<file path="config.mk">
export PLATFORM = sky130hd
export DESIGN_NAME = Frontend
export DESIGN_NICKNAME = d
export VERILOG_FILES = /design/src/source/FetchPkg.sv /design/src/source/DecodePkg.sv /design/src/source/Frontend.sv /design/src/source/InstrAligner.sv /design/src/source/PacketFetcher.sv /design/src/source/PriorityEncoder.sv
export VERILOG_INCLUDE_DIRS = /design/src /design/src/include
export SDC_FILE = /design/constraint.sdc
export NUM_CORES = 1
export LEC_CHECK = 0
export ABC_AREA = 1
export CORE_ASPECT_RATIO = 0.8
export CORE_UTILIZATION = 35
export CTS_CLUSTER_DIAMETER = 50
export DETAILED_ROUTE_END_ITERATION = 10
export DONT_BUFFER_PORTS = 1
export SYNTH_ARGS = -nofsm -noshare
export SYNTH_HDL_FRONTEND = slang
export SYNTH_SLANG_ARGS = --single-unit
</file>
<file path="constraint.sdc">
create_clock -name clk -period 8.4 [get_ports clk]
set_input_delay 0.84 -clock clk [delete_from_list [all_inputs] [get_ports clk]]
set_output_delay 0.84 -clock clk [all_outputs]
set_load 0.1 [all_outputs]
</file>
<file path="src/include/frontend_params.svh">
`ifndef FRONTEND_PARAMS_SVH
`define FRONTEND_PARAMS_SVH

// Halfwords in one 64-bit fetch packet
`define NUM_PACKETS 4

// Instruction slots in one output group
`define NUM_INSTRS 2

// Earlier packets the aligner keeps in its window
`define BUF_SIZE 2

// Register the aligner output
`define FF_OUTPUT 1

`define RESET_PC 32'h0000_0000

`endif
</file>
<file path="src/source/FetchPkg.sv">
`default_nettype none

package FetchPkg;
    `include "frontend_params.svh"

    typedef logic [31:0] FetchAddr;
    typedef logic [28:0] PacketAddr;
    typedef logic [1:0]  FetchOff;
    typedef logic [15:0] Halfword;

    typedef struct packed {
        logic      cyc;
        logic      stb;
        PacketAddr adr;
    } WbReq;

    typedef struct packed {
        logic                         ack;
        logic [`NUM_PACKETS*16-1:0] dat;
    } WbRsp;

    // lastValid is always the final halfword here, kept for the aligner range check
    typedef struct packed {
        logic                       valid;
        PacketAddr                  pc;
        FetchOff                    firstValid;
        FetchOff                    lastValid;
        Halfword [`NUM_PACKETS-1:0] halfwords;
    } IfPacket;

    typedef struct packed {
        logic     valid;
        FetchAddr pc;
    } Redirect;

    typedef enum logic [1:0] {
        fetchIdle,
        fetchBusy,
        fetchDrop
    } FetchState;
endpackage

`default_nettype wire

</file>
<file path="src/source/DecodePkg.sv">
`default_nettype none

package DecodePkg;
    typedef logic [31:0] InstrWord;

    // Compressed instructions carry zero in the upper half of instr
    typedef struct packed {
        logic               valid;
        FetchPkg::FetchAddr pc;
        InstrWord           instr;
        logic               is16bit;
    } PdInstr;
endpackage

`default_nettype wire

</file>
<file path="src/source/Frontend.sv">
`default_nettype none
`include "frontend_params.svh"

module Frontend (
    input  logic              clk,
    input  logic              rst,
    input  FetchPkg::Redirect redirect,
    output FetchPkg::WbReq    busReq,
    input  FetchPkg::WbRsp    busRsp,
    output DecodePkg::PdInstr instrs [`NUM_INSTRS],
    input  logic              ready
);
    import FetchPkg::*;

    IfPacket packet;
    logic    packetReady;

    PacketFetcher fetcher_i (
        .clk(clk),
        .rst(rst),
        .redirect(redirect),
        .busReq(busReq),
        .busRsp(busRsp),
        .packet(packet),
        .packetReady(packetReady)
    );

    // Redirect also flushes everything the aligner holds
    InstrAligner #(
        .NUM_PACKETS(`NUM_PACKETS),
        .NUM_INSTRS(`NUM_INSTRS),
        .BUF_SIZE(`BUF_SIZE),
        .FF_OUTPUT(`FF_OUTPUT)
    ) aligner_i (
        .clk(clk),
        .rst(rst),
        .clear(redirect.valid),
        .packet(packet),
        .packetReady(packetReady),
        .ready(ready),
        .instrs(instrs)
    );

endmodule

`default_nettype wire

</file>
<file path="src/source/InstrAligner.sv">
`default_nettype none
`include "frontend_params.svh"

module InstrAligner #(
    parameter int NUM_PACKETS = `NUM_PACKETS,
    parameter int NUM_INSTRS = `NUM_INSTRS,
    parameter int BUF_SIZE = `BUF_SIZE,
    parameter int FF_OUTPUT = `FF_OUTPUT
) (
    input  logic              clk,
    input  logic              rst,
    input  logic              clear,
    input  FetchPkg::IfPacket packet,
    output logic              packetReady,
    input  logic              ready,
    output DecodePkg::PdInstr instrs [NUM_INSTRS]
);
    import FetchPkg::*;
    import DecodePkg::*;

    localparam int WINDOW_SIZE = (BUF_SIZE + 1) * NUM_PACKETS;
    localparam int IDX_W = $clog2(WINDOW_SIZE);
    localparam int MID = BUF_SIZE * NUM_PACKETS - 1;
    localparam int LAST = WINDOW_SIZE - 1;

    IfPacket                                prevPkt [BUF_SIZE];
    logic [BUF_SIZE-1:0][NUM_PACKETS-1:0] prevStart;
    logic [BUF_SIZE-1:0][NUM_PACKETS-1:0] prevStart32;
    logic [NUM_PACKETS-1:0]                 curStart;
    logic [NUM_PACKETS-1:0]                 curStart32;

    IfPacket                 cycPkt [BUF_SIZE+1];
    Halfword [WINDOW_SIZE-1:0] window;
    logic [WINDOW_SIZE-1:0]  winStartRaw;
    logic [WINDOW_SIZE-1:0]  winStart;
    logic [WINDOW_SIZE-1:0]  winStart32;
    logic [WINDOW_SIZE-1:0]  unhandled;

    logic [IDX_W-1:0] pencIdx [NUM_INSTRS];
    logic             pencValid [NUM_INSTRS];
    PdInstr           instrC [NUM_INSTRS];

    logic outputReady;
    logic canShift;
    logic middleIsSplit32;
    logic lastIsSplit32;

    // Mark instruction starts in the incoming packet
    always_comb begin
        logic canStart;
        logic inRange;
        canStart = !(prevStart[BUF_SIZE-1][NUM_PACKETS-1]
                     && prevStart32[BUF_SIZE-1][NUM_PACKETS-1]);
        for (int i = 0; i < NUM_PACKETS; i++) begin
            inRange = packet.valid && FetchOff'(i) >= packet.firstValid
                      && FetchOff'(i) <= packet.lastValid;
            curStart[i] = 1'b0;
            curStart32[i] = 1'b0;
            if (inRange && canStart) begin
                curStart[i] = 1'b1;
                curStart32[i] = (packet.halfwords[i][1:0] == 2'b11);
                canStart = !curStart32[i];
            end else begin
                // Halfword after the upper half of a 32-bit instruction starts again
                canStart = 1'b1;
            end
        end
    end

    always_comb begin
        for (int c = 0; c <= BUF_SIZE; c++) begin
            cycPkt[c] = (c < BUF_SIZE) ? prevPkt[c] : packet;
            for (int j = 0; j < NUM_PACKETS; j++) begin
                window[c*NUM_PACKETS+j] = cycPkt[c].halfwords[j];
            end
        end
    end

    assign winStartRaw = {curStart, prevStart};
    assign winStart32 = {curStart32, prevStart32};

    // A 32-bit start at the window edge waits for its upper half
    assign middleIsSplit32 = prevStart32[BUF_SIZE-1][NUM_PACKETS-1] && !packet.valid;
    assign lastIsSplit32 = curStart[NUM_PACKETS-1] && curStart32[NUM_PACKETS-1];

    always_comb begin
        winStart = winStartRaw;
        winStart[MID] = winStartRaw[MID] && !middleIsSplit32;
        winStart[LAST] = winStartRaw[LAST] && !lastIsSplit32;
    end

    PriorityEncoder #(
        .WIDTH(WINDOW_SIZE),
        .NUM_OUT(NUM_INSTRS)
    ) encoder_i (
        .data(winStart),
        .idx(pencIdx),
        .idxValid(pencValid)
    );

    always_comb begin
        for (int i = 0; i < NUM_INSTRS; i++) begin
            logic [IDX_W-1:0] lo;
            logic [IDX_W-1:0] hi;
            logic             is32;
            lo = pencIdx[i];
            hi = (lo == IDX_W'(LAST)) ? lo : lo + 1'b1;
            is32 = winStart32[lo];
            instrC[i].valid = pencValid[i];
            instrC[i].pc = {cycPkt[lo/NUM_PACKETS].pc, FetchOff'(lo % NUM_PACKETS), 1'b0};
            instrC[i].instr = is32 ? {window[hi], window[lo]} : {16'h0000, window[lo]};
            instrC[i].is16bit = !is32;
        end
    end

    if (FF_OUTPUT != 0) begin : gOutReg
        logic [NUM_INSTRS-1:0] outValid;
        PdInstr                outData [NUM_INSTRS];

        always_ff @(posedge clk or posedge rst) begin
            if (rst) begin
                outValid <= '0;
            end else if (clear) begin
                outValid <= '0;
            end else if (outputReady) begin
                for (int i = 0; i < NUM_INSTRS; i++) begin
                    outValid[i] <= instrC[i].valid;
                end
            end
        end

        always_ff @(posedge clk) begin
            if (outputReady) begin
                outData <= instrC;
            end
        end

        always_comb begin
            for (int i = 0; i < NUM_INSTRS; i++) begin
                instrs[i] = outData[i];
                instrs[i].valid = outValid[i];
            end
        end

        assign outputReady = !outValid[0] || ready;
    end else begin : gOutComb
        assign instrs = instrC;
        assign outputReady = ready;
    end

    // Starts above the last emitted instruction stay pending
    always_comb begin
        int lastEnd;
        lastEnd = int'(pencIdx[NUM_INSTRS-1]) + int'(winStart32[pencIdx[NUM_INSTRS-1]]);
        for (int i = 0; i < WINDOW_SIZE; i++) begin
            unhandled[i] = !outputReady || (pencValid[NUM_INSTRS-1] && i > lastEnd);
        end
        unhandled[MID] = unhandled[MID] || middleIsSplit32;
        unhandled[LAST] = unhandled[LAST] || lastIsSplit32;
    end

    assign canShift = !(|(unhandled[NUM_PACKETS-1:0] & winStart[NUM_PACKETS-1:0]));
    assign packetReady = packet.valid && canShift;

    always_ff @(posedge clk or posedge rst) begin
        if (rst) begin
            prevStart <= '0;
            prevStart32 <= '0;
        end else if (clear) begin
            prevStart <= '0;
            prevStart32 <= '0;
        end else if (packetReady) begin
            for (int i = 0; i < BUF_SIZE; i++) begin
                prevStart[i] <= winStartRaw[(i+1)*NUM_PACKETS +: NUM_PACKETS]
                                & unhandled[(i+1)*NUM_PACKETS +: NUM_PACKETS];
                prevStart32[i] <= winStart32[(i+1)*NUM_PACKETS +: NUM_PACKETS];
            end
        end else begin
            for (int i = 0; i < BUF_SIZE; i++) begin
                prevStart[i] <= prevStart[i] & unhandled[i*NUM_PACKETS +: NUM_PACKETS];
            end
        end
    end

    always_ff @(posedge clk) begin
        if (packetReady) begin
            for (int i = 0; i < BUF_SIZE; i++) begin
                prevPkt[i] <= cycPkt[i+1];
            end
        end
    end

endmodule

`default_nettype wire

</file>
<file path="src/source/PacketFetcher.sv">
`default_nettype none
`include "frontend_params.svh"

module PacketFetcher (
    input  logic              clk,
    input  logic              rst,
    input  FetchPkg::Redirect redirect,
    output FetchPkg::WbReq    busReq,
    input  FetchPkg::WbRsp    busRsp,
    output FetchPkg::IfPacket packet,
    input  logic              packetReady
);
    import FetchPkg::*;

    localparam int OFF_LSB = 1;
    localparam int ADR_LSB = OFF_LSB + $bits(FetchOff);
    localparam FetchAddr RESET_ADDR = `RESET_PC;

    FetchState state;
    PacketAddr fetchPc;
    FetchOff   startOff;
    PacketAddr busAdr;

    logic                       pktValid;
    PacketAddr                  pktPc;
    FetchOff                    pktFirst;
    Halfword [`NUM_PACKETS-1:0] pktHalfwords;

    logic      pktTaken;
    logic      issue;
    PacketAddr issueAdr;
    logic      rspTake;

    assign pktTaken = pktValid && packetReady;

    // New cycle once the holding register is free or empties this cycle
    assign issue = (state == fetchIdle) && (redirect.valid || !pktValid || packetReady);
    assign issueAdr = redirect.valid ? redirect.pc[31:ADR_LSB] : fetchPc;

    // Response data is only kept when no redirect has overtaken it
    assign rspTake = (state == fetchBusy) && busRsp.ack && !redirect.valid;

    assign busReq = '{
        cyc: (state != fetchIdle),
        stb: (state != fetchIdle),
        adr: busAdr
    };

    assign packet = '{
        valid:      pktValid,
        pc:         pktPc,
        firstValid: pktFirst,
        lastValid:  FetchOff'(`NUM_PACKETS - 1),
        halfwords:  pktHalfwords
    };

    always_ff @(posedge clk or posedge rst) begin
        if (rst) begin
            state    <= fetchIdle;
            fetchPc  <= RESET_ADDR[31:ADR_LSB];
            startOff <= RESET_ADDR[ADR_LSB-1:OFF_LSB];
            pktValid <= 1'b0;
        end else begin
            unique case (state)
                fetchIdle: begin
                    if (issue) begin
                        state <= fetchBusy;
                    end
                end
                fetchBusy: begin
                    if (busRsp.ack) begin
                        state <= fetchIdle;
                    end else if (redirect.valid) begin
                        state <= fetchDrop;
                    end
                end
                fetchDrop: begin
                    // Stale cycle still has to finish on the bus
                    if (busRsp.ack) begin
                        state <= fetchIdle;
                    end
                end
                default: begin
                    state <= fetchIdle;
                end
            endcase

            if (redirect.valid) begin
                fetchPc  <= redirect.pc[31:ADR_LSB];
                startOff <= redirect.pc[ADR_LSB-1:OFF_LSB];
            end else if (rspTake) begin
                fetchPc  <= busAdr + 1'b1;
                startOff <= '0;
            end

            if (redirect.valid) begin
                pktValid <= 1'b0;
            end else if (rspTake) begin
                pktValid <= 1'b1;
            end else if (pktTaken) begin
                pktValid <= 1'b0;
            end
        end
    end

    always_ff @(posedge clk) begin
        if (issue) begin
            busAdr <= issueAdr;
        end
        if (rspTake) begin
            pktPc        <= busAdr;
            pktFirst     <= startOff;
            pktHalfwords <= busRsp.dat;
        end
    end

endmodule

`default_nettype wire

</file>
<file path="src/source/PriorityEncoder.sv">
`default_nettype none

module PriorityEncoder #(
    parameter int WIDTH = 8,
    parameter int NUM_OUT = 2,
    localparam int IDX_W = (WIDTH > 1) ? $clog2(WIDTH) : 1
) (
    input  logic [WIDTH-1:0] data,
    output logic [IDX_W-1:0] idx [NUM_OUT],
    output logic             idxValid [NUM_OUT]
);

    always_comb begin
        logic [WIDTH-1:0] remaining;
        remaining = data;
        for (int k = 0; k < NUM_OUT; k++) begin
            idx[k] = '0;
            idxValid[k] = 1'b0;
            // Scan downwards so the lowest set bit wins
            for (int i = WIDTH - 1; i >= 0; i--) begin
                if (remaining[i]) begin
                    idx[k] = IDX_W'(i);
                    idxValid[k] = 1'b1;
                end
            end
            if (idxValid[k]) begin
                remaining[idx[k]] = 1'b0;
            end
        end
    end

endmodule

`default_nettype wire

</file>
== Word level (Yosys, flattened, before mapping) ==
Memory sizes are Yosys's and may differ from the RTL's.
Index checks and enable logic that the tools add are counted.
Operators by class
  $add $sub $neg: 4
  $lt $le $gt $ge: 23
  multiplexer cells: 103
  bitwise gates (word level): 7
  eq/ne operators: 11
  reductions and logical operators: 69
Operators by type and width (count)
  binary-select mux 98 bit (select 2 bit): 2
  two-way mux 97 bit: 4
  binary-select mux 16 bit (select 4 bit): 4
  greater-than comparator 4 x 32 -> 1 bit (first input constant): 4
  greater-than comparator 5 x 32 -> 1 bit (first input constant): 4
  two-way mux 4 bit: 26
  two-way mux 29 bit: 3
  >= comparator 33 x 3 -> 1 bit (second input constant): 2
  inverter 2 -> 33 bit: 2
  greater-than comparator 3 x 32 -> 1 bit (first input constant): 2
  two-way mux 16 bit: 4
  two-way mux 1 bit: 43
  greater-than comparator 1 x 32 -> 1 bit (first input constant): 1
  greater-than comparator 2 x 32 -> 1 bit (first input constant): 1
  two-way mux 8 bit: 4
  logical AND 1 bit: 31
  adder 29 x 1 -> 29 bit (second input constant): 1
  less-than comparator 4 x 5 -> 1 bit (second input constant): 4
  logical OR 1 bit: 17
  two-way mux 2 bit: 8
  zero test 1 bit: 13
  AND 12 bit: 1
  AND 4 bit: 3
  two-way mux 12 bit: 1
  other kinds (20): 32
Storage, ports and cells
  flip-flop bits (word level): 304
  RAM bits: 196
  bits of input ports: 101
  logic and storage cells: 242
  output and inout bits: 163
  memories: 1
Memory list
  aligner_i.prevPkt: depth 2, width 98, rd ports 2, clocked after memory_dff 0, write ports 2, line InstrAligner.sv:26  | IfPacket prevPkt [BUF_SIZE];

== Logic depth before layout (Yosys ltp) ==
Gate-level depths: netlist of run 1.
  depth after elaboration: 58
  mapped depth: 58

== Cells and area by module ==
From an unflattened synthesis of run 1, not the netlist that was laid out.
Unflattened totals
  cell total of the unflattened synthesis: 3107
  area total of the unflattened synthesis: 26995.9 um^2
Modules (own cells, without submodules)
  InstrAligner: cells each 2461, area an instance 20159.3 um^2, times used 1, sequential area each 9879.5 um^2
  PacketFetcher: cells each 553, area an instance 6356.1 um^2, times used 1, sequential area each 4574.4 um^2
  PriorityEncoder: cells each 93, area an instance 480.5 um^2, times used 1, sequential area each 0.0 um^2

== Least setup slack after synthesis of run 1 ==
Ideal clock, no wire load.
  path kind: register to register
  start point: reg fetcher_i.pktHalfwords, in the netlist fetcher_i.packet[1]
  end point: mem aligner_i.prevPkt[0][0] in the netlist's numbering, enable pin
  period minus slack after synthesis: 9269 ps
  path buffers: 4
  stages on the path, launching flop included: 52
  path slack: -869 ps
  library setup time: 537 ps
  arrival: 8732 ps
  data required time: 7863 ps
  cell sequence: edfxtp_1 > nand2_1 > inv_1 > nand4_1 > nand3_2 > nand2_2 > inv_2 > nand2_2 > nand2_2 > nor2_4 > nand2_1 > nand2_1 > a21oi_1 > o21ai_1 > nand2_1 > nand2_1 > nand2_1 > nand2_1 > [16 not listed] > nand2_1 > nand2_1 > nand2_2 > nand2_4 > buf_6 > nand2_1 > o211ai_1 > nand3_1 > nand2_1 > nand2_1 > ha_1 > ha_1 > o21ai_0 > nand3_1 > inv_1 > a21oi_2 > nand3_2 > inv_1
RTL lines
  start: declaration: line PacketFetcher.sv:27  | Halfword [`NUM_PACKETS-1:0] pktHalfwords;
  start signal: assignment: line PacketFetcher.sv:113  | pktHalfwords <= busRsp.dat;
  end: declaration: line InstrAligner.sv:26

==> results of run 1 <==
through the flow:
| stage | cells | utilization (%) | setup slack (ns) |
|---|---|---|---|
| after global routing | 3850 | 39.78 | 0.04090 |
| after detailed placement | 3734 | 36.87 | 0.5969 |
| after global placement | 3734 | 36.87 | 0.6512 |
| after CTS | 3849 | 39.78 | 0.5666 |
| after floorplan | 2879 | - | 0.002254 |
| final | 3850 | 39.78 | 0.7132 |
state kept, by name (all words and copies together) (netlist names), 8 cells and up:
| name | cells |
|---|---|
| fetcher_i.pktPc | 29 |
| fetcher_i.packet | 64 |
| fetcher_i.fetchPc | 29 |
| aligner_i.prevStart | 8 |
| fetcher_i.busAdr | 29 |
| aligner_i.prevPkt | 186 |
| aligner_i.prevStart32 | 8 |
| aligner_i.instrs | 128 |
how the worst max path moves through the flow:
| stage | from | slack, ns | depth (start not counted) | endpoint |
|---|---|---|---|---|
| floorplan | fetcher_i.packet[1]$_DFFE_PP_ | 0.002 | 52 | aligner_i.prevPkt[0][0]$_DFFE_PN_ |
| global placement | fetcher_i.packet[1]$_DFFE_PP_ | 0.65 | 45 | aligner_i.prevPkt[0][117]$_DFFE_PN_ |
| detailed placement | fetcher_i.packet[1]$_DFFE_PP_ | 0.60 | 45 | aligner_i.prevPkt[0][51]$_DFFE_PN_ |
| CTS | fetcher_i.packet[1]$_DFFE_PP_ | 0.57 | 45 | aligner_i.prevPkt[0][51]$_DFFE_PN_ |
| global route | fetcher_i.packet[1]$_DFFE_PP_ | 0.04 | 45 | aligner_i.prevPkt[0][3]$_DFFE_PN_ |
| finish | fetcher_i.packet[1]$_DFFE_PP_ | 0.71 | 45 | aligner_i.prevPkt[0][51]$_DFFE_PN_ |
cells by family (layout without fill, tap and decap cells):
family | Yosys count | after routing | share of synthesized area (%)
xor+xnor | 7 | 7 | 0.2358
simple gates | 1163 | 1163 | 19.56
compound gates | 662 | 662 | 15.57
fa+ha+maj | 8 | 8 | 0.3849
flops | 490 | 490 | 55.58
other cells | 1 | 3 | 0.01442
buf+inv | 547 | 527 | 8.651
critical path: cells and delay by family (launching register included):
kind                       cells  cell delay [ns]
DFF                            1             0.48
xor gates and xnor gates       1             0.13
AOI/OAI and AO/OA              5             0.94
buffers and inverters         11             2.11
and+or+nand+nor               25             2.87
adders and majority gates      3             0.73
Yosys cell counts (all sizes together) (4+ instances only):
cell type | instances | share of area (%)
nand2 | 600 | 8.9
edfxtp | 438 | 51
nand3 | 380 | 7.5
inv | 358 | 5.2
o21ai | 310 | 6.0
o211ai | 171 | 5.1
nor2 | 138 | 2.2
a21oi | 109 | 2.1
clkbuf | 106 | 1.5
buf | 79 | 1.9
dfrtp | 52 | 5.0
o221ai | 42 | 1.4
nand4 | 17 | 0.43
nor3 | 17 | 0.35
a211oi | 9 | 0.26
ha | 8 | 0.38
o2111ai | 8 | 0.27
clkinv | 4 | 0.058
xor2 | 4 | 0.13
cell type report:
class,instances,area [um2]
antenna,1,2.502
clock buffer,71,1604
timing repair buffer,50,400.4
clock inverter,44,508.0
inverter,362,1375
sequential,490,14450
fill,7107,43820
tap,990,1239
multi-input combinational,1842,9373
what timing repair did:
item / in CTS / in global routing
gates resized for setup: 0 / 1
endpoints found under the setup margin: 0 / 180
hold buffers: 0 / 0
routing by layer:
metal  up-vias  GRT usage [%]  part of all wire, %
li1       9911              -                    -
met1     10060          31.46                   43
met2      1205          32.28                   43
met3       195          5.740                   11
met4        25          6.882                  2.8
met5         -         0.7752                 0.26
==> impl_metrics.toml, run 1 <==
[outcome]
status = "finished, final reports clean"

[flow_run]
drv_cap = 0

[drt]
postRouteAntennaNets = 0
drc = 0
drtIter0Drc = 2709
vias = 21390
wire_per_inst_um = 22.14
first_pass_iters = 7
routed_wl_mm = 85.22
viasPerCell = 5.557

[die]
dieArea_um2 = 75400
start_util_pct = 35.73
core.rowCount = 88
die_x_um = 306.7
die_height_um = 245.8
num_io_pins = 264
core_um2 = 72780

[critical_path]
r2r_setup_slack_ns = 0.71
crit_top_cell = "nand2_1"
crit_slowest_cell = "clkinvlp_4"
start_kind = "register"
r2r_end = "aligner_i.prevPkt[0][51]$_DFFE_PN_"
cp_slowest_stage_delay_ns = 0.51
cp_data_arrival_time_ns = 7.97
crit_type = "reg -> reg"
rr_worst_depth = 45
critPathCaptureType = "register"
path_max_fanout = 43
required_ns = 8.68
regToRegStartpoint = "fetcher_i.packet[1]$_DFFE_PP_"

[global_routing]
grt_pass1_vias = 19720
grt_max_degree = 100
grt_overflow = 0
grt_usage_pct = 22.02
antenna_found_initial = 18
grt_pass1_wl_mm = 126.8

[clocking]
cts-root-buf = "clkbuf_16"
cts_tree = "done"
cts.htree.levels = 2
clk_latency_ns = 0.67
clk_path_buf_depth = 3
cts_made_buffers = 61
clkSlewWorstSetupHoldPaths_ns = 0.06
postCtsSetupBuffers = 0
cts.sinks = 490

[finish]
area_delta_synth_final_pct = 11.35
finalNetCount = 2916
final_cell_mix = "nand2_1, edfxtp_1, nand3_1"
final_common_cell = "nand2_1"
postLayoutCellArea_um2 = 28960
layout-drive-gt1-share_pct = 8.290

[sta]
fmax_mhz = 130.1
finalCritPeriodShare_pct = 91.51
setup_tns_ns = 0
rsz0062_at_grt = "false"
hold_viol = 0
min_period_ns = 7.687
setup_violations = 0
slew_viol_final = 0
hold_ws_ns = 0.2677
clock_skew_ns = 0.06138
relSlewSlack_pct = 20.07
tightest_slew_ns = 1.199

[synth]
synth_area_per_cell_um2 = 9.035
synth_edf_count = 438
synth_cell_types = 53
yosysWarnings = 0
ys_async_sr_fraction_pct = 10.61
netlist_instances = 2878
ys.flop_type = "edfxtp_1"
synth-seq-cells = 490
seq_area_frac_synth_pct = 55.58
synth_area_um2 = 26000

[place]
post-dp-hpwl_mm = 52.87
placed_area_um2 = 26840
gp_congestion = 0.8755
portBuffers = 0

[hold_path]
min_path_type = "in -> async"
Power of run 1 is left out: the tool's default activity adds up to more than one toggle a clock period on the data nets, which glitch-free logic cannot reach.
==> run 2: changes to the inputs <==
- CORE_ASPECT_RATIO: 0.8 -> unset
- CORE_UTILIZATION: 35 -> 50
- MAX_ROUTING_LAYER: unset -> met4
- PLACE_DENSITY: unset -> 0.68
==> impl_metrics.toml, run 2 (same netlist as run 1, synthesis figures left out) <==
[outcome]
status = "finished, final reports clean"

[critical_path]
crit_type = "reg -> reg"
r2r_setup_slack_ns = 1.07
crit_slowest_cell = "inv_4"
critPathCaptureType = "register"
start_kind = "register"
required_ns = 8.66
cp_slowest_stage_delay_ns = 0.60
path_max_fanout = 84
crit_top_cell = "nand2_1"
cp_data_arrival_time_ns = 7.60

[die]
num_io_pins = 264
die_x_um = 230.1
start_util_pct = 50.69
dieArea_um2 = 52920
die_height_um = 230.1
core.rowCount = 83
core_um2 = 51300

[global_routing]
grt_max_degree = 100
grt_usage_pct = 31.99
antenna_found_initial = 10
grt_overflow = 0
grt_pass1_wl_mm = 125.7
grt_pass1_vias = 21240

[clocking]
cts-root-buf = "clkbuf_16"
cts_tree = "done"
postCtsSetupBuffers = 0
cts.htree.levels = 2
ctsHoldBuffers = 0
cts.sinks = 490
clk_path_buf_depth = 3
clkSlewWorstSetupHoldPaths_ns = 0.06
clk_latency_ns = 0.64
cts_made_buffers = 59
cts-resized-gates = 0

[sta]
worst_slack_ns = 1.066
setup_tns_ns = 0
finalCritPeriodShare_pct = 87.31
slew_viol_final = 0
fmax_mhz = 136.4
clock_skew_ns = 0.01922
setup_violations = 0
rsz0062_at_grt = "false"
tightest_slew_ns = 1.276
hold_viol = 0
relSlewSlack_pct = 14.82
hold_ws_ns = 0.2661
min_period_ns = 7.334

[drt]
routed_wl_mm = 83.56
wire_per_inst_um = 23.58
drtIter0Drc = 2778
viasPerCell = 6.241
vias = 22120
first_pass_iters = 6
drc = 0
postRouteAntennaNets = 0

[finish]
final_cell_mix = "nand2_1, edfxtp_1, nand3_1"
largest_reg_flops = 186
nFillCells = 4488
final_common_cell = "nand2_1"
area_delta_synth_final_pct = 9.233
finalNetCount = 2916
top_register = "aligner_i.prevPkt"
layout-drive-gt1-share_pct = 7.881

[hold_path]
min_path_type = "in -> reg"

[place]
post-dp-hpwl_mm = 50.66
portBuffers = 0
pre_cts_slack_ns = 1.187
gp_congestion = 0.9276

[flow_run]
drv_cap = 0
run 2: layout make-up:
class                   instances  area, um2  share of cell area, %
clock buffers                  66       1503                  5.290
flip-flops and latches        490      14450                  50.89
diodes                          9      22.52                0.07929
repair buffers                 52      440.4                  1.551
inverters                     362       1370                  4.823
multi-input cells            1842       9348                  32.91
well taps                     680      850.8                  2.995
clock inverters                43      416.7                  1.467
run 2: worst paths after layout:
check,from,endpoint,depth (start not counted)
max,fetcher_i.packet[1]$_DFFE_PP_,aligner_i.prevPkt[0][91]$_DFFE_PN_,53
min,redirect[32],aligner_i.prevStart[3]$_DFF_PP0_,1
max reg2reg,fetcher_i.packet[1]$_DFFE_PP_,aligner_i.prevPkt[0][91]$_DFFE_PN_,53
min reg2reg,aligner_i.prevPkt[0][100]$_DFFE_PN_,aligner_i.prevPkt[0][2]$_DFFE_PN_,0
max in group asynchronous,rst,fetcher_i.fetchPc[28]$_DFFE_PP0P_,2
min in group asynchronous,rst,aligner_i.prevStart[0]$_DFF_PP0_,2
run 2: metrics by stage:
stage	std cells	cell area, um2	utilization, %
final	3544	28400	55.37
after global routing	3544	28400	55.37
after floorplan	2879	26020	-
after CTS	3535	28380	55.32
after detailed placement	3426	26460	51.58
after global placement	3426	26460	51.58
run 2: per-layer routing:
layer  track usage [%]  up-vias  routed length, um
li1                  -     9924                  -
met3             6.436      315               9285
met2             47.37     1490              38220
met5                 -        -                  0
met1             41.15    10390              31640
met4             17.84        0               4418
run 2: critical path, delay by kind of cell (launching register included):
family	cells	cell delay, ns
AOI/OAI and AO/OA	3	0.41
buffers and inverters	10	1.76
and+or+nand+nor	36	3.28
DFF	1	0.46
xor gates and xnor gates	1	0.12
adders and majority gates	3	0.86
Power of run 2 is left out for the same reason.
